**src/fpdiv_pkg.sv**
```systemverilog
// ~~~~~~~~~~~~~~~~~~~~~~~~~~~~~~~~~~~~~~~~~~~~~~~
// shared definitions for the fp32 srt divider
// widths, bias, iteration count, latency
// operand, flag, stage record and digit types
// ~~~~~~~~~~~~~~~~~~~~~~~~~~~~~~~~~~~~~~~~~~~~~~~
package fpdiv_pkg;

    localparam int MANT_W    = 24;   // hidden bit + 23 fraction bits
    localparam int QUOT_W    = 26;   // mantissa + guard + round
    localparam int SRT_ITERS = 13;   // two quotient bits per step
    localparam int EXP_BIAS  = 127;
    localparam int REM_W     = 28;   // sign, 3 int bits, 24 frac bits
    localparam int LATENCY   = 16;   // accept edge to out_valid edge

    // ieee 754 binary32 layout
    typedef struct packed {
        logic              sign;
        logic [7:0]        exp;
        logic [MANT_W-2:0] frac;
    } fp32_t;

    // subnormals fold into CLS_ZERO
    typedef enum logic [1:0] {
        CLS_NORMAL = 2'd0,
        CLS_ZERO   = 2'd1,
        CLS_INF    = 2'd2,
        CLS_NAN    = 2'd3
    } fp_class_e;

    typedef struct packed {
        logic invalid;
        logic div_by_zero;
        logic overflow;
        logic underflow;
        logic inexact;
    } fp_flags_t;

    typedef logic signed [2:0] qdigit_t;   // -2 .. +2

    // stage 1 -> stage 2
    typedef struct packed {
        logic              sign;
        logic signed [9:0] exp;        // ea - eb + bias
        logic [MANT_W-1:0] dvd_man;
        logic [MANT_W-1:0] dvs_man;
        fp_class_e         res_cls;
        fp_flags_t         flags;
    } div_op_t;

    // stage 2 -> stage 3
    typedef struct packed {
        logic              sign;
        logic signed [9:0] exp;
        logic [QUOT_W-1:0] quot;       // msb has weight 2^0
        logic              sticky;
        fp_class_e         res_cls;
        fp_flags_t         flags;
    } srt_res_t;

endpackage

```
**src/fp_unpack.sv**
```systemverilog
// ~~~~~~~~~~~~~~~~~~~~~~~~~~~~~~~~~~~~~~~~~~~~~~~
// fp32 divider stage 1
// operand split, classification, result class
// ~~~~~~~~~~~~~~~~~~~~~~~~~~~~~~~~~~~~~~~~~~~~~~~
`timescale 1ns/10ps

module fp_unpack (
    input  logic               clk,
    input  logic               rst,
    input  logic               in_valid,
    input  logic               busy,
    input  fpdiv_pkg::fp32_t   dividend,
    input  fpdiv_pkg::fp32_t   divisor,
    output logic               op_valid,
    output fpdiv_pkg::div_op_t op
);

    logic                 accept;
    logic                 sub_in;   // some operand is subnormal
    fpdiv_pkg::fp_class_e cls_a;
    fpdiv_pkg::fp_class_e cls_b;
    fpdiv_pkg::div_op_t   op_nxt;

    function automatic fpdiv_pkg::fp_class_e classify(input fpdiv_pkg::fp32_t v);
        if (v.exp == 8'hff && v.frac == '0) begin
            return fpdiv_pkg::CLS_INF;
        end else if (v.exp == 8'hff) begin
            return fpdiv_pkg::CLS_NAN;
        end else if (v.exp == 8'h00) begin
            return fpdiv_pkg::CLS_ZERO;   // zero or flushed subnormal
        end
        return fpdiv_pkg::CLS_NORMAL;
    endfunction

    assign accept = in_valid & ~busy;   // strobe while busy is dropped
    assign cls_a  = classify(dividend);
    assign cls_b  = classify(divisor);
    assign sub_in = (dividend.exp == 8'h00 && dividend.frac != '0) ||
                    (divisor.exp == 8'h00 && divisor.frac != '0);

    always_comb begin
        op_nxt.sign    = dividend.sign ^ divisor.sign;
        op_nxt.exp     = $signed({2'b00, dividend.exp}) - $signed({2'b00, divisor.exp})
                         + 10'(fpdiv_pkg::EXP_BIAS);
        op_nxt.dvd_man = {1'b1, dividend.frac};   // hidden bit back
        op_nxt.dvs_man = {1'b1, divisor.frac};
        op_nxt.res_cls = fpdiv_pkg::CLS_NORMAL;
        op_nxt.flags   = '0;
        op_nxt.flags.underflow = sub_in;          // flush to zero is reported
        // nan first, then x/0, then inf and zero results
        if (cls_a == fpdiv_pkg::CLS_NAN || cls_b == fpdiv_pkg::CLS_NAN ||
            (cls_a == fpdiv_pkg::CLS_ZERO && cls_b == fpdiv_pkg::CLS_ZERO) ||
            (cls_a == fpdiv_pkg::CLS_INF && cls_b == fpdiv_pkg::CLS_INF)) begin
            op_nxt.res_cls       = fpdiv_pkg::CLS_NAN;
            op_nxt.flags.invalid = 1'b1;
        end else if (cls_b == fpdiv_pkg::CLS_ZERO) begin
            op_nxt.res_cls           = fpdiv_pkg::CLS_INF;
            op_nxt.flags.div_by_zero = 1'b1;
        end else if (cls_a == fpdiv_pkg::CLS_INF) begin
            op_nxt.res_cls = fpdiv_pkg::CLS_INF;   // inf / finite
        end else if (cls_a == fpdiv_pkg::CLS_ZERO || cls_b == fpdiv_pkg::CLS_INF) begin
            op_nxt.res_cls = fpdiv_pkg::CLS_ZERO;  // 0/x or finite/inf
        end
    end

    always_ff @(posedge clk or negedge rst) begin
        if (!rst) begin
            op_valid <= 1'b0;
        end else begin
            op_valid <= accept;   // one-cycle pulse
        end
    end

    always_ff @(posedge clk) begin
        if (accept) begin
            op <= op_nxt;
        end
    end

endmodule

```
**src/srt_quo_sel.sv**
```systemverilog
// ~~~~~~~~~~~~~~~~~~~~~~~~~~~~~~~~~~~~~~~~~~~~~~~
// radix-4 quotient digit selection table
// digit set -2..2, remainder kept within 2d/3
// ~~~~~~~~~~~~~~~~~~~~~~~~~~~~~~~~~~~~~~~~~~~~~~~
`timescale 1ns/10ps

module srt_quo_sel (
    input  logic [6:0]         rem_est,   // 4w, sign + 2 int + 4 frac at d in [1/2,1)
    input  logic [2:0]         dvs_idx,   // divisor bits after the leading one
    output fpdiv_pkg::qdigit_t digit
);

    logic signed [6:0] y;
    logic [27:0]       thr;      // m2, m1, m0, m-1 packed, units of 1/16
    logic signed [6:0] m_p2;
    logic signed [6:0] m_p1;
    logic signed [6:0] m_z0;
    logic signed [6:0] m_n1;

    assign y = $signed(rem_est);

    // step boundaries per divisor interval [8+i, 9+i)/16
    always_comb begin
        case (dvs_idx)
            3'd0:    thr = {7'd12, 7'd4, -7'd4, -7'd13};
            3'd1:    thr = {7'd14, 7'd4, -7'd6, -7'd15};
            3'd2:    thr = {7'd15, 7'd4, -7'd6, -7'd16};
            3'd3:    thr = {7'd16, 7'd4, -7'd6, -7'd18};
            3'd4:    thr = {7'd18, 7'd6, -7'd8, -7'd20};
            3'd5:    thr = {7'd20, 7'd6, -7'd8, -7'd20};
            3'd6:    thr = {7'd20, 7'd8, -7'd8, -7'd22};
            default: thr = {7'd24, 7'd8, -7'd8, -7'd24};
        endcase
    end

    assign m_p2 = $signed(thr[27:21]);
    assign m_p1 = $signed(thr[20:14]);
    assign m_z0 = $signed(thr[13:7]);
    assign m_n1 = $signed(thr[6:0]);

    always_comb begin
        if (y >= m_p2) begin
            digit = 3'sd2;
        end else if (y >= m_p1) begin
            digit = 3'sd1;
        end else if (y >= m_z0) begin
            digit = 3'sd0;
        end else if (y >= m_n1) begin
            digit = -3'sd1;
        end else begin
            digit = -3'sd2;   // deep negative remainder
        end
    end

endmodule

```
**src/srt4_divider.sv**
```systemverilog
// ~~~~~~~~~~~~~~~~~~~~~~~~~~~~~~~~~~~~~~~~~~~~~~~
// fp32 divider stage 2
// radix-4 srt mantissa recurrence, 13 steps
// on-the-fly quotient conversion, sticky, busy
// ~~~~~~~~~~~~~~~~~~~~~~~~~~~~~~~~~~~~~~~~~~~~~~~
`timescale 1ns/10ps

module srt4_divider (
    input  logic                clk,
    input  logic                rst,
    input  logic                op_valid,
    input  fpdiv_pkg::div_op_t  op,
    output logic                busy,
    output logic                res_valid,
    output fpdiv_pkg::srt_res_t res
);

    logic                           running;    // recurrence active
    logic                           finish;     // last step done, pack next edge
    logic [3:0]                     step_cnt;
    fpdiv_pkg::div_op_t             hold;       // accepted operation
    logic [fpdiv_pkg::REM_W-1:0]    rem;        // partial remainder w, 24 frac bits
    logic [fpdiv_pkg::REM_W-1:0]    rem_init;
    logic [fpdiv_pkg::REM_W-1:0]    rem_x4;
    logic [fpdiv_pkg::REM_W-1:0]    rem_nxt;
    logic [fpdiv_pkg::REM_W-1:0]    dvs_fx;
    logic [fpdiv_pkg::REM_W-1:0]    dmul;       // |digit| * d
    logic [fpdiv_pkg::REM_W-1:0]    dvd_in;
    logic [fpdiv_pkg::REM_W-1:0]    dvs_in;
    logic [fpdiv_pkg::QUOT_W-1:0]   q_reg;      // Q
    logic [fpdiv_pkg::QUOT_W-1:0]   qm_reg;     // Q - 1 ulp
    logic [fpdiv_pkg::QUOT_W-1:0]   q_src;
    logic [fpdiv_pkg::QUOT_W-1:0]   qm_src;
    fpdiv_pkg::qdigit_t             digit;
    fpdiv_pkg::qdigit_t             digit_m1;

    // mantissas in [1,2) scaled to 24 frac bits, x/2 lands on dvd_man itself
    assign dvd_in = {{(fpdiv_pkg::REM_W-fpdiv_pkg::MANT_W){1'b0}}, op.dvd_man};
    assign dvs_in = {{(fpdiv_pkg::REM_W-fpdiv_pkg::MANT_W-1){1'b0}}, op.dvs_man, 1'b0};
    // x >= d starts from x/2 - d with implied Q = 1, else from x/2
    assign rem_init = (op.dvd_man >= op.dvs_man) ? dvd_in - dvs_in : dvd_in;

    assign dvs_fx = {{(fpdiv_pkg::REM_W-fpdiv_pkg::MANT_W-1){1'b0}}, hold.dvs_man, 1'b0};
    assign rem_x4 = {rem[fpdiv_pkg::REM_W-3:0], 2'b00};

    srt_quo_sel u_sel (
        .rem_est (rem_x4[fpdiv_pkg::REM_W-1 -: 7]),
        .dvs_idx (hold.dvs_man[fpdiv_pkg::MANT_W-2 -: 3]),
        .digit   (digit)
    );

    always_comb begin
        case (digit)
            3'sd2, -3'sd2: dmul = {dvs_fx[fpdiv_pkg::REM_W-2:0], 1'b0};
            3'sd0:         dmul = '0;
            default:       dmul = dvs_fx;
        endcase
    end

    assign rem_nxt  = digit[2] ? rem_x4 + dmul : rem_x4 - dmul;   // w' = 4w - q*d
    assign digit_m1 = digit - 3'sd1;
    // negative digit borrows from Q-1, positive one feeds Q-1 from Q
    assign q_src    = digit[2] ? qm_reg : q_reg;
    assign qm_src   = (digit > 0) ? q_reg : qm_reg;
    assign busy     = op_valid | running;

    always_ff @(posedge clk or negedge rst) begin
        if (!rst) begin
            running   <= 1'b0;
            finish    <= 1'b0;
            step_cnt  <= '0;
            res_valid <= 1'b0;
        end else begin
            res_valid <= finish;
            finish    <= 1'b0;
            if (op_valid) begin
                running  <= 1'b1;
                step_cnt <= '0;
            end else if (running) begin
                step_cnt <= step_cnt + 4'd1;
                if (step_cnt == 4'(fpdiv_pkg::SRT_ITERS - 1)) begin
                    running <= 1'b0;   // specials run the full count too
                    finish  <= 1'b1;
                end
            end
        end
    end

    always_ff @(posedge clk) begin
        if (op_valid) begin
            hold   <= op;
            rem    <= rem_init;
            q_reg  <= '0;   // implied leading 1 wraps out after 26 shifts
            qm_reg <= '0;
        end else if (running) begin
            rem    <= rem_nxt;
            q_reg  <= {q_src[fpdiv_pkg::QUOT_W-3:0], digit[1:0]};
            qm_reg <= {qm_src[fpdiv_pkg::QUOT_W-3:0], digit_m1[1:0]};
        end
        if (finish) begin
            res.sign    <= hold.sign;
            res.exp     <= hold.exp;
            res.quot    <= rem[fpdiv_pkg::REM_W-1] ? qm_reg : q_reg;   // floor fix
            res.sticky  <= |rem;
            res.res_cls <= hold.res_cls;
            res.flags   <= hold.flags;
        end
    end

endmodule

```
**src/fp_round_pack.sv**
```systemverilog
// ~~~~~~~~~~~~~~~~~~~~~~~~~~~~~~~~~~~~~~~~~~~~~~~
// fp32 divider stage 3
// normalize, round nearest even, range, specials
// ~~~~~~~~~~~~~~~~~~~~~~~~~~~~~~~~~~~~~~~~~~~~~~~
`timescale 1ns/10ps

module fp_round_pack (
    input  logic                 clk,
    input  logic                 rst,
    input  logic                 res_valid,
    input  fpdiv_pkg::srt_res_t  res,
    output logic                 out_valid,
    output fpdiv_pkg::fp32_t     quotient,
    output fpdiv_pkg::fp_flags_t flags
);

    logic [fpdiv_pkg::MANT_W-1:0] man;
    logic [fpdiv_pkg::MANT_W-1:0] man_rnd;
    logic                         guard_b;
    logic                         round_b;
    logic                         round_up;
    logic                         carry;
    logic                         inexact;
    logic signed [9:0]            exp_n;
    logic signed [9:0]            exp_r;
    fpdiv_pkg::fp32_t             q_nxt;
    fpdiv_pkg::fp_flags_t         f_nxt;

    always_comb begin
        if (res.quot[fpdiv_pkg::QUOT_W-1]) begin
            man     = res.quot[fpdiv_pkg::QUOT_W-1:2];
            guard_b = res.quot[1];
            round_b = res.quot[0];
            exp_n   = res.exp;
        end else begin
            man     = res.quot[fpdiv_pkg::QUOT_W-2:1];   // below one, shift up
            guard_b = res.quot[0];
            round_b = 1'b0;
            exp_n   = res.exp - 10'sd1;
        end
    end

    assign round_up = guard_b & (round_b | res.sticky | man[0]);   // ties go to even
    assign inexact  = guard_b | round_b | res.sticky;
    assign {carry, man_rnd} = {1'b0, man} + {{fpdiv_pkg::MANT_W{1'b0}}, round_up};
    assign exp_r    = carry ? exp_n + 10'sd1 : exp_n;   // all-ones mantissa rolled over

    always_comb begin
        q_nxt      = '0;
        q_nxt.sign = res.sign;
        f_nxt      = res.flags;
        case (res.res_cls)
            fpdiv_pkg::CLS_NAN: begin
                q_nxt = 32'h7fc0_0000;   // canonical quiet nan
            end
            fpdiv_pkg::CLS_INF: begin
                q_nxt.exp = 8'hff;
            end
            fpdiv_pkg::CLS_ZERO: begin
                q_nxt.exp = 8'h00;       // signed zero
            end
            default: begin
                f_nxt.inexact = inexact;
                if (exp_r >= 10'sd255) begin
                    q_nxt.exp      = 8'hff;
                    f_nxt.overflow = 1'b1;
                    f_nxt.inexact  = 1'b1;
                end else if (exp_r <= 10'sd0) begin
                    f_nxt.underflow = 1'b1;   // flush, no subnormal output
                    f_nxt.inexact   = 1'b1;
                end else begin
                    q_nxt.exp  = exp_r[7:0];
                    q_nxt.frac = man_rnd[fpdiv_pkg::MANT_W-2:0];
                end
            end
        endcase
    end

    always_ff @(posedge clk or negedge rst) begin
        if (!rst) begin
            out_valid <= 1'b0;
            quotient  <= '0;
            flags     <= '0;
        end else begin
            out_valid <= res_valid;
            if (res_valid) begin
                quotient <= q_nxt;   // held until the next result
                flags    <= f_nxt;
            end
        end
    end

endmodule

```
**src/fp_divider.sv**
```systemverilog
// ~~~~~~~~~~~~~~~~~~~~~~~~~~~~~~~~~~~~~~~~~~~~~~~
// fp32 radix-4 srt divider top level
// unpack -> srt recurrence -> round and pack
// ~~~~~~~~~~~~~~~~~~~~~~~~~~~~~~~~~~~~~~~~~~~~~~~
`timescale 1ns/10ps

module fp_divider (
    input  logic                 clk,
    input  logic                 rst,
    input  logic                 in_valid,
    input  fpdiv_pkg::fp32_t     dividend,
    input  fpdiv_pkg::fp32_t     divisor,
    output logic                 busy,
    output logic                 out_valid,
    output fpdiv_pkg::fp32_t     quotient,
    output fpdiv_pkg::fp_flags_t flags
);

    logic                op_valid;
    fpdiv_pkg::div_op_t  op;
    logic                res_valid;
    fpdiv_pkg::srt_res_t res;

    fp_unpack u_unpack (
        .clk      (clk),
        .rst      (rst),
        .in_valid (in_valid),
        .busy     (busy),       // blocks a second accept
        .dividend (dividend),
        .divisor  (divisor),
        .op_valid (op_valid),
        .op       (op)
    );

    srt4_divider u_srt (
        .clk       (clk),
        .rst       (rst),
        .op_valid  (op_valid),
        .op        (op),
        .busy      (busy),
        .res_valid (res_valid),
        .res       (res)
    );

    fp_round_pack u_pack (
        .clk       (clk),
        .rst       (rst),
        .res_valid (res_valid),
        .res       (res),
        .out_valid (out_valid),
        .quotient  (quotient),
        .flags     (flags)
    );

endmodule

```
**config.mk**
```make
export PLATFORM = sky130hd
export DESIGN_NAME = fp_divider
export DESIGN_NICKNAME = d
export VERILOG_FILES = /design/src/fpdiv_pkg.sv /design/src/fp_unpack.sv /design/src/srt_quo_sel.sv /design/src/srt4_divider.sv /design/src/fp_round_pack.sv /design/src/fp_divider.sv
export SDC_FILE = /design/constraint.sdc
export NUM_CORES = 1
export LEC_CHECK = 0
export ABC_AREA = 1
export BUFFER_PORTS_ARGS = -buffer_cell sky130_fd_sc_hd__clkbuf_2
export CAP_MARGIN = 20
export CORE_MARGIN = 10
export CORE_UTILIZATION = 38
export DETAILED_ROUTE_END_ITERATION = 7
export GPL_ROUTABILITY_DRIVEN = 1
export HOLD_SLACK_MARGIN = 0.1
export SKIP_LAST_GASP = 1
export SLEW_MARGIN = 0
export SYNTH_ARGS = -nofsm -noshare
export SYNTH_HDL_FRONTEND = slang
export SYNTH_SLANG_ARGS = --single-unit
```
**constraint.sdc**
```tcl
create_clock -name clk -period 6.27 [get_ports clk]
set_clock_uncertainty 0.05 [all_clocks]
set_input_delay 0.3135 -clock clk [delete_from_list [all_inputs] [get_ports clk]]
set_output_delay 0.3135 -clock clk [all_outputs]
set_load 0.02 [all_outputs]
```
==> results of run 1 <==
## path summary, 6_finish.rpt
path / to / slack (ps) / cells after the start
max: u_srt.rem[17]$_DFFE_PP_ / 670 / 31
min: u_unpack.op_valid$_DFF_PN0_ / 140 / 3
max reg2reg: u_srt.rem[17]$_DFFE_PP_ / 670 / 31
min reg2reg: u_srt.res[35]$_DFFE_PP_ / 370 / 0
max in group asynchronous: u_unpack.op_valid$_DFF_PN0_ / 5300 / 3
min in group asynchronous: u_pack.quotient[15]$_DFFE_PN0P_ / 360 / 3
## placed cells by master, fill, tap and decap left out, drive strengths merged, types with 3 or more instances in the layout
cell type / n
or2: 11
nand2: 474
xnor2: 22
fa: 4
a31oi: 6
bufinv: 3
xor2: 38
dfrtp: 46
ha: 130
o211ai: 14
clkbuf: 150
a21boi: 5
nor4: 24
inv: 343
a21o: 4
nand4: 38
clkinv: 12
nand3b: 14
edfxtp: 172
nand3: 96
o21ai: 221
dlygate4sd3: 49
dfxtp: 52
nor2: 173
buf: 15
o21bai: 11
a21oi: 203
nor3: 19
o22ai: 73
## power groups by stage
stage          clock, W  sequential [W]  combinational (W)
2_1_floorplan         0         0.00304            0.00504
3_3_place_gp          0         0.00305            0.00692
3_5_place_dp          0         0.00307            0.00698
4_1_cts         0.00202         0.00303            0.00704
5_1_grt         0.00209         0.00309            0.00802
6_report        0.00197         0.00303            0.00712
## metrics by stage
step | instance area [um2] | hold slack [ps] | setup slack [ps]
after floorplan | 18200 | -32.1 | 882
after global placement | 19200 | 351 | 724
after detailed placement | 19200 | 355 | 481
after CTS | 20800 | 112 | 467
after global routing | 20800 | 140 | 81.7
final | 20800 | 136 | 673
## cell families after synthesis
logic type                 synth area share
adders and majority gates            0.0940
xor gates and xnor gates             0.0298
and+or+nand+nor                       0.210
DFF                                   0.405
buffers and inverters                0.0931
AOI/OAI and AO/OA                     0.168
muxes                              0.000551
## critical path, delay by kind of cell (launching register included)
| family | cells | cell delay (ps) |
|---|---|---|
| AO/OA/AOI/OAI | 9 | 1720 |
| flip-flops | 1 | 500 |
| AND/OR/NAND/NOR | 15 | 1520 |
| buffers and inverters | 4 | 670 |
| adder cells (fa/ha/maj) | 3 | 880 |
## timing repair
action | CTS | global route
endpoints found under the setup margin | 0 | 3
hold endpoints to repair | 93 | 0
resized for setup | 0 | 3
hold buffers | 49 | 0
## area by class of cell
type | instances | area, um2 | share of cell area
Sequential cell | 270 | 7360 | 0.354
Clock inverter | 14 | 153 | 0.00734
Tap cell | 615 | 769 | 0.0370
Antenna cell | 1 | 2.50 | 0.000120
Inverter | 344 | 1300 | 0.0623
Multi-Input combinational cell | 1599 | 9140 | 0.439
Timing Repair Buffer | 169 | 1130 | 0.0542
Clock buffer | 45 | 955 | 0.0459
## synth_stat cells (24+ instances only)
| cell | count |
|---|---|
| inv_1 | 333 |
| o22ai_1 | 73 |
| nand4_1 | 36 |
| o21ai_0 | 181 |
| dfxtp_1 | 52 |
| clkbuf_1 | 66 |
| a21oi_1 | 201 |
| o21ai_1 | 30 |
| nor4_1 | 24 |
| edfxtp_1 | 172 |
| nand3_1 | 92 |
| nor2_1 | 157 |
| nand2_1 | 455 |
| dfrtp_1 | 46 |
| ha_1 | 130 |
| xor2_1 | 37 |
## routing by layer
layer,up-vias,share of wire
met2,392,0.48
met1,7395,0.44
li1,8017,-
met5,-,0
met3,84,0.052
met4,0,0.026
==> results.tsv, run 1 <==
metric	value	unit
status	finished clean	
design.core.area	0.0475	mm2
max_freq	0.179	GHz
clk_latency	530	ps
fillerInstances	4696	
start_util	0.382	
seqPwrFrac	0.250	
fin_util	0.438	
tightest_slew	1000	ps
grt-ovfl-total	0	
p_leak	9.40	nW
pwr-share-comb	0.587	
syn_area	0.0182	mm2
synthTopCellsByArea	edfxtp_1, nand2_1, ha_1, inv_1, dfrtp_1	
clock-sinks	270	
dieWidth	239	um
worstSetupEndpointType	flip-flop	
grt_pass1_wl	80.6	mm
synth_seq_cells	270	
totalWireLength	50.3	mm
synth_edf_count	172	
wire_per_inst	16.5	um
grt_max_degree	87	
post-cts-setup-buffers	0	
hpwl	37.9	mm
p_int	0.00617	W
grt_antenna_before_repair	1	
yosys_warnings	0	
yosysSeqAreaShare	0.405	
p_switching	0.00595	W
powerDensity	582	mW/mm2
clock_power_share	0.162	
die_h	239	um
rsz0062_at_grt	false	
numCtsBuffers	34	
cts_tree	yes	
synthCells	2295	
largest_register	u_unpack.op	
layout.cells.non_filler	3057	
hold_viol	0	
avgViaCountPerCell	5.20	
crit_arrival	5800	ps
min_from	in_valid	
tns	0	ps
synth_top_cell_area_share	0.284	
r2r-start	u_srt.dvs_fx[23]$_DFFE_PP_	
slew_violations	0	
switching_share	0.491	
yosys.area.top_type	edfxtp_1	
remaining_drc_errors	0	
crit_fanout	22	
criticalPathCategory	reg2reg	
die-area	0.0569	mm2
cap_viol_max_count	0	
grt.met1_usage	0.220	
reg_top3	u_unpack.op x62, u_srt.res x43, u_pack.quotient x32	
io_pins	106	
cp_common_cell	nand2_1	
max_slew_margin	0.330	
largest_reg_flops	62	
rows	80	
hold_class	in2reg	
period_share	0.893	
htree_levels	2	
syn_nets	2496	
vias	15900	
design_power_total	0.0121	W
clock-root-buffer	clkbuf_16	
peakVddDrop	0.219	mV
slowest_stage	edfxtp_1	
first_pass_iters	5	
startpoint_type	flip-flop	
syn_avg_cell_area	7.91	um2
synth_ff_type	edfxtp_1	
groute.usage.overall	0.174	
drt_iter0_drc	1335	
synth_cell_types	65	
required	6470	ps
grt_util_met3	0.0295	
busiest_layer	met2	
portBuffers	105	
drive_above_1_share	0.103	
nets	2619	
grt_pass1_vias	15400	
area.growth.synth_to_final	14.5	%
clk_path_buf_depth	3	
finalSetupViolCount	0	
clk_pin_slew	60	ps
min_period	5600	ps
met2_usage	0.295	
async_flop_share	0.170	
setup.worst_path.start	u_srt.dvs_fx[23]$_DFFE_PP_	
ant_nets	0	
finalWeightedCongestion	0.957	
dp_cells	2948	
cp_slowest_stage_delay	500	ps
No activity file was read; power rests on OpenSTA's default activity.
==> run 2: changes to the inputs <==
==> constraint.sdc (replaced) <==
create_clock -name clk -period 6.27 [get_ports clk]
set_clock_uncertainty 0.05 [all_clocks]
set_input_delay 0.627 -clock clk [delete_from_list [all_inputs] [get_ports clk]]
set_output_delay 0.627 -clock clk [all_outputs]
set_load 0.02 [all_outputs]
==> run 2 against run 1 <==
Flip-flop and latch count unchanged. Largest power group unchanged. Combinational power barely moved. Clock-buffer cell count is 1 higher. Routed wire length decreased by 1.1%. Largest cell class unchanged. Highest routed layer unchanged. Register-to-register slack is essentially flat. First-iteration DRC count grew 4.3%.
==> results.tsv, run 2 (synthesis results as in run 1) <==
metric	value	unit	change
setup.worst_path.start	u_srt.dvs_fx[23]$_DFFE_PP_		unchanged
peakVddDrop	0.240	mV	was 0.219 mV
dieWidth	239	um	unchanged
die_h	239	um	unchanged
grt-ovfl-total	0		unchanged
min_period	5610	ps	was 5600 ps
cts_tree	yes		unchanged
max_freq	0.178	GHz	was 0.179 GHz
layout_commonest_cell	nand2_1		unchanged
io_pins	106		unchanged
p_leak	9.23	nW	was 9.40 nW
p_switching	0.00594	W	was 0.00595 W
rsz0062_at_grt	false		unchanged
r2r_cells	31		unchanged
worstSetupEndpointType	flip-flop		unchanged
clk_latency	530	ps	about the same
startpoint_type	flip-flop		unchanged
cp_slowest_stage_delay	510	ps	was 500 ps
grt_util_met3	0.0255		was 0.0295
vias	15600		was 15900
period_share	0.895		was 0.893
clk_pin_slew	60	ps	about the same
crit_end	u_srt.rem[24]$_DFFE_PP_		was u_srt.rem[17]$_DFFE_PP_
crit_arrival	5970	ps	was 5800 ps
ant_nets	0		unchanged
grt.met1_usage	0.223		was 0.220
hold_class	in2async		was in2reg
reg_top3	u_unpack.op x62, u_srt.res x43, u_pack.quotient x32		unchanged
finalWeightedCongestion	0.958		was 0.957
finalInstanceArea	0.0204	mm2	was 0.0208 mm2
remaining_drc_errors	0		unchanged
busiest_layer	met2		unchanged
required	6620	ps	was 6470 ps
largest_register	u_unpack.op		unchanged
mostFrequentLayoutCells	nand2_1, inv_1, a21oi_1, o21ai_0, edfxtp_1		unchanged
r2r-start	u_srt.dvs_fx[23]$_DFFE_PP_		unchanged
clock-sinks	270		unchanged
hpwl	38.1	mm	was 37.9 mm
met2_usage	0.292		was 0.295
portBuffers	105		unchanged
cap_viol_max_count	0		unchanged
drive_above_1_share	0.105		was 0.103
p_int	0.00625	W	was 0.00617 W
crit_fanout	24		was 22
slowest_stage	edfxtp_1		unchanged
switching_share	0.487		was 0.491
status	finished clean		unchanged
totalWireLength	49.8	mm	was 50.3 mm
groute.usage.overall	0.174		about the same
grt_antenna_before_repair	0		was 1
tightest_slew	997	ps	was 1000 ps
finalSetupViolCount	0		unchanged
numCtsBuffers	34		unchanged
max_slew_margin	0.335		was 0.330
cp_common_cell	nand2_1		unchanged
grt_max_degree	87		unchanged
pwr-share-comb	0.582		was 0.587
rows	80		unchanged
wire_per_inst	16.5	um	about the same
die-area	0.0569	mm2	unchanged
seqPwrFrac	0.249		was 0.250
slew_violations	0		unchanged
hold_buffers	0		was 49
clock_power_share	0.169		was 0.162
nets	2570		was 2619
first_pass_iters	5		unchanged
placedInstanceArea	0.0192	mm2	unchanged
grt_pass1_wl	80.6	mm	about the same
clk_path_buf_depth	3		unchanged
tns	0	ps	unchanged
largest_reg_flops	62		unchanged
fin_ws	658	ps	was 673 ps
cts_resized	0		unchanged
pre_cts_slack	566	ps	was 481 ps
start_util	0.382		unchanged
rrSetupSlack	660	ps	was 670 ps
powerDensity	598	mW/mm2	was 582 mW/mm2
reg2reg_to	u_srt.rem[24]$_DFFE_PP_		was u_srt.rem[17]$_DFFE_PP_
hold_viol	0		unchanged
htree_levels	2		unchanged
drt_iter0_drc	1393		was 1335
post-cts-setup-buffers	0		unchanged
grt_pass1_vias	15400		about the same
avgViaCountPerCell	5.20		about the same
n_antenna_cell	0		was 1
clock-root-buffer	clkbuf_16		unchanged
criticalPathCategory	reg2reg		unchanged
area.growth.synth_to_final	12.2	%	was 14.5%
design.core.area	0.0475	mm2	unchanged
## run 2: power by group through the flow
stage                     Clock [W]  Combinational, W  Sequential (W)
final                       0.00206           0.00709         0.00304
after global routing        0.00219           0.00802         0.00310
after floorplan                   0           0.00504         0.00304
after CTS                   0.00212           0.00701         0.00304
after detailed placement          0           0.00698         0.00307
after global placement            0           0.00692         0.00305
## run 2: layer usage
layer	routed length [um]	up-vias
li1	-	7900
met1	22600	7322
met2	23600	343
met3	2150	82
met4	1400	0
met5	0	-
## run 2: worst min path at each step
stage / startpoint / slack, ps / cells after the start / to
final: rst / 140 / 2 / u_pack.quotient[12]$_DFFE_PN0P_
after global routing: rst / 180 / 2 / u_pack.quotient[13]$_DFFE_PN0P_
after CTS: rst / 120 / 2 / u_pack.quotient[15]$_DFFE_PN0P_
after detailed placement: u_unpack.op[63]$_DFFE_PP_ / 350 / 0 / u_srt.hold[63]$_DFFE_PP_
after global placement: u_unpack.op[63]$_DFFE_PP_ / 350 / 0 / u_srt.hold[63]$_DFFE_PP_
after floorplan: rst / 280 / 0 / u_pack.flags[0]$_DFFE_PN0P_
## run 2: area by class of cell
type	count	area, um2
Sequential cell	270	7360
Clock buffer	46	970
Tap cell	615	769
Clock inverter	15	204
Multi-Input combinational cell	1599	9140
Timing Repair Buffer	120	638
Inverter	344	1300
Fill cell	4713	27200
## run 2: worst max-delay path: cells and delay by family (launching register included)
family / cells / cell delay, ps
buffers and inverters: 6 / 960
XOR/XNOR: 1 / 160
adder cells (fa/ha/maj): 3 / 970
AO/OA/AOI/OAI: 7 / 1370
AND/OR/NAND/NOR: 14 / 1470
flip-flops: 1 / 510
## run 2: stage by stage
step           hold WS, ps  power, W  utilization  instances
2_1_floorplan          281   0.00807            -       2295
3_3_place_gp           351   0.00997        0.404       2948
3_5_place_dp           355    0.0100        0.404       2948
4_1_cts                125    0.0122        0.428       3009
5_1_grt                177    0.0133        0.429       3009
6_report               135    0.0122        0.429       3009
==> run 3: changes to the inputs <==
Settings changed: CELL_PAD_IN_SITES_DETAIL_PLACEMENT set to 0, CELL_PAD_IN_SITES_GLOBAL_PLACEMENT set to 1, CTS_BUF_LIST set to sky130_fd_sc_hd__clkbuf_8, PLACE_DENSITY_LB_ADDON set to 0.1.
==> run 3 against run 2 <==
Flip-flop and latch count is the same. Combinational power rose by 2%. Design area down 0.15%. Clock-buffer cell count rose by 5. Hold slack improved by 19 ps. Non-clock buffer count is 26 higher. Sequential power is essentially flat.
==> results.tsv, run 3 (synthesis results as in run 1) <==
metric	value	unit	change
status	finished clean		unchanged
dieWidth	239	um	unchanged
grt-ovfl-total	0		unchanged
crit_arrival	5940	ps	was 5970 ps
hold_viol	0		unchanged
vias	15600		about the same
io_pins	106		unchanged
max_slew_margin	0.327		was 0.335
tightest_slew	1010	ps	was 997 ps
peakVddDrop	0.278	mV	was 0.240 mV
remaining_drc_errors	0		unchanged
required	6590	ps	was 6620 ps
drive_above_1_share	0.109		was 0.105
rows	80		unchanged
fillerInstances	4848		was 4713
cts_tree	yes		unchanged
crit_fanout	9		was 24
cap_viol_max_count	0		unchanged
groute.usage.overall	0.184		was 0.174
slew_violations	0		unchanged
finalInstanceArea	0.0203	mm2	was 0.0204 mm2
hpwl	40.3	mm	was 38.1 mm
n_antenna_cell	0		unchanged
clk_path_buf_depth	3		unchanged
first_pass_iters	5		unchanged
grt_max_degree	75		was 87
numCtsBuffers	49		was 34
grt_antenna_before_repair	0		unchanged
powerDensity	581	mW/mm2	was 598 mW/mm2
drt_iter0_drc	799		was 1393
wire_per_inst	17.2	um	was 16.5 um
worstSetupEndpointType	flip-flop		unchanged
totalWireLength	52.6	mm	was 49.8 mm
layout_commonest_cell	nand2_1		unchanged
cp_common_cell	nand2_1		unchanged
grt_pass1_vias	15700		was 15400
grt_pass1_wl	84.1	mm	was 80.6 mm
die-area	0.0569	mm2	unchanged
criticalPathCategory	reg2reg		unchanged
clock-sinks	270		unchanged
largest_reg_flops	62		unchanged
slowest_stage	edfxtp_1		unchanged
hold_class	in2reg		was in2async
finalSetupViolCount	0		unchanged
clk_latency	640	ps	was 530 ps
htree_levels	2		unchanged
reg_top3	u_unpack.op x62, u_srt.res x43, u_pack.quotient x32		unchanged
cp_slowest_stage_delay	520	ps	was 510 ps
clock-root-buffer	clkbuf_8		was clkbuf_16
start_util	0.382		unchanged
tns	0	ps	unchanged
avgViaCountPerCell	5.08		was 5.20
fin_util	0.428		was 0.429
finalWeightedCongestion	0.891		was 0.958
largest_register	u_unpack.op		unchanged
startpoint_type	flip-flop		unchanged
placedInstanceArea	0.0192	mm2	about the same
ant_nets	0		unchanged
rrSetupSlack	650	ps	was 660 ps
min_period	5620	ps	was 5610 ps
design.core.area	0.0475	mm2	unchanged
nets	2611		was 2570
post-cts-setup-buffers	0		unchanged
period_share	0.896		was 0.895
rsz0062_at_grt	false		unchanged
area.growth.synth_to_final	12.0	%	was 12.2%
p_leak	9.27	nW	was 9.23 nW
clk_pin_slew	60	ps	about the same
max_freq	0.178	GHz	about the same
mostFrequentLayoutCells	nand2_1, inv_1, a21oi_1, o21ai_0, edfxtp_1		unchanged
die_h	239	um	unchanged
portBuffers	105		unchanged
==> run 3: final cells by class <==
cell class	instances	area [um2]	area share
well taps	615	769	0.0378
multi-input cells	1599	9130	0.449
clock inverters	38	201	0.00990
clock buffers	51	702	0.0345
inverters	344	1300	0.0637
repair buffers	146	883	0.0434
flip-flops and latches	270	7360	0.362
==> run 3: through the flow <==
step                setup slack (ps)  std cells  hold WS, ps  total power (W)
finish                           649       3063          154           0.0118
floorplan                        882       2295          281          0.00807
global route                    38.6       3063          116           0.0130
CTS                              548       3063          100           0.0119
global placement                 654       2952          353           0.0102
detailed placement               573       2953          355           0.0102
==> run 3: final timing paths <==
kind | from | endpoint | cells past startpoint
min reg2reg | u_srt.hold[64]$_DFFE_PP_ | u_srt.res[43]$_DFFE_PP_ | 0
max in group asynchronous | rst | u_unpack.op_valid$_DFF_PN0_ | 3
max | u_srt.dvs_fx[23]$_DFFE_PP_ | u_srt.rem[24]$_DFFE_PP_ | 33
min in group asynchronous | rst | u_pack.quotient[12]$_DFFE_PN0P_ | 3
min | divisor[12] | u_unpack.op[19]$_DFFE_PP_ | 1
max reg2reg | u_srt.dvs_fx[23]$_DFFE_PP_ | u_srt.rem[24]$_DFFE_PP_ | 33
==> run 3: what timing repair did <==
| action | 4_1_cts | 5_1_grt |
|---|---|---|
| endpoints found under the setup margin | 0 | 5 |
| gates resized for setup | 0 | 1 |
| hold buffers | 21 | 0 |
| endpoints found under the hold margin | 66 | 0 |
==> run 3: worst max-delay path: cells and delay by family (launching register included) <==
family | cells | cell delay (ps)
buffers and inverters | 5 | 680
AND/OR/NAND/NOR | 16 | 1520
flip-flops | 1 | 520
AO/OA/AOI/OAI | 7 | 1400
XOR/XNOR | 1 | 60
adder cells (fa/ha/maj) | 4 | 1130
==> run 3: power by group <==
| group | switching, W | internal (W) |
|---|---|---|
| Clock | 0.000769 | 0.000796 |
| Combinational | 0.00485 | 0.00236 |
| Sequential | 0.000421 | 0.00263 |
==> run 3: metal layers <==
layer	up-vias	wire length, um	global-route usage
li1	7997	-	-
met1	7208	23100	0.224
met2	285	25900	0.325
met3	78	1960	0.0257
met4	0	1610	0.0682
met5	-	0	0
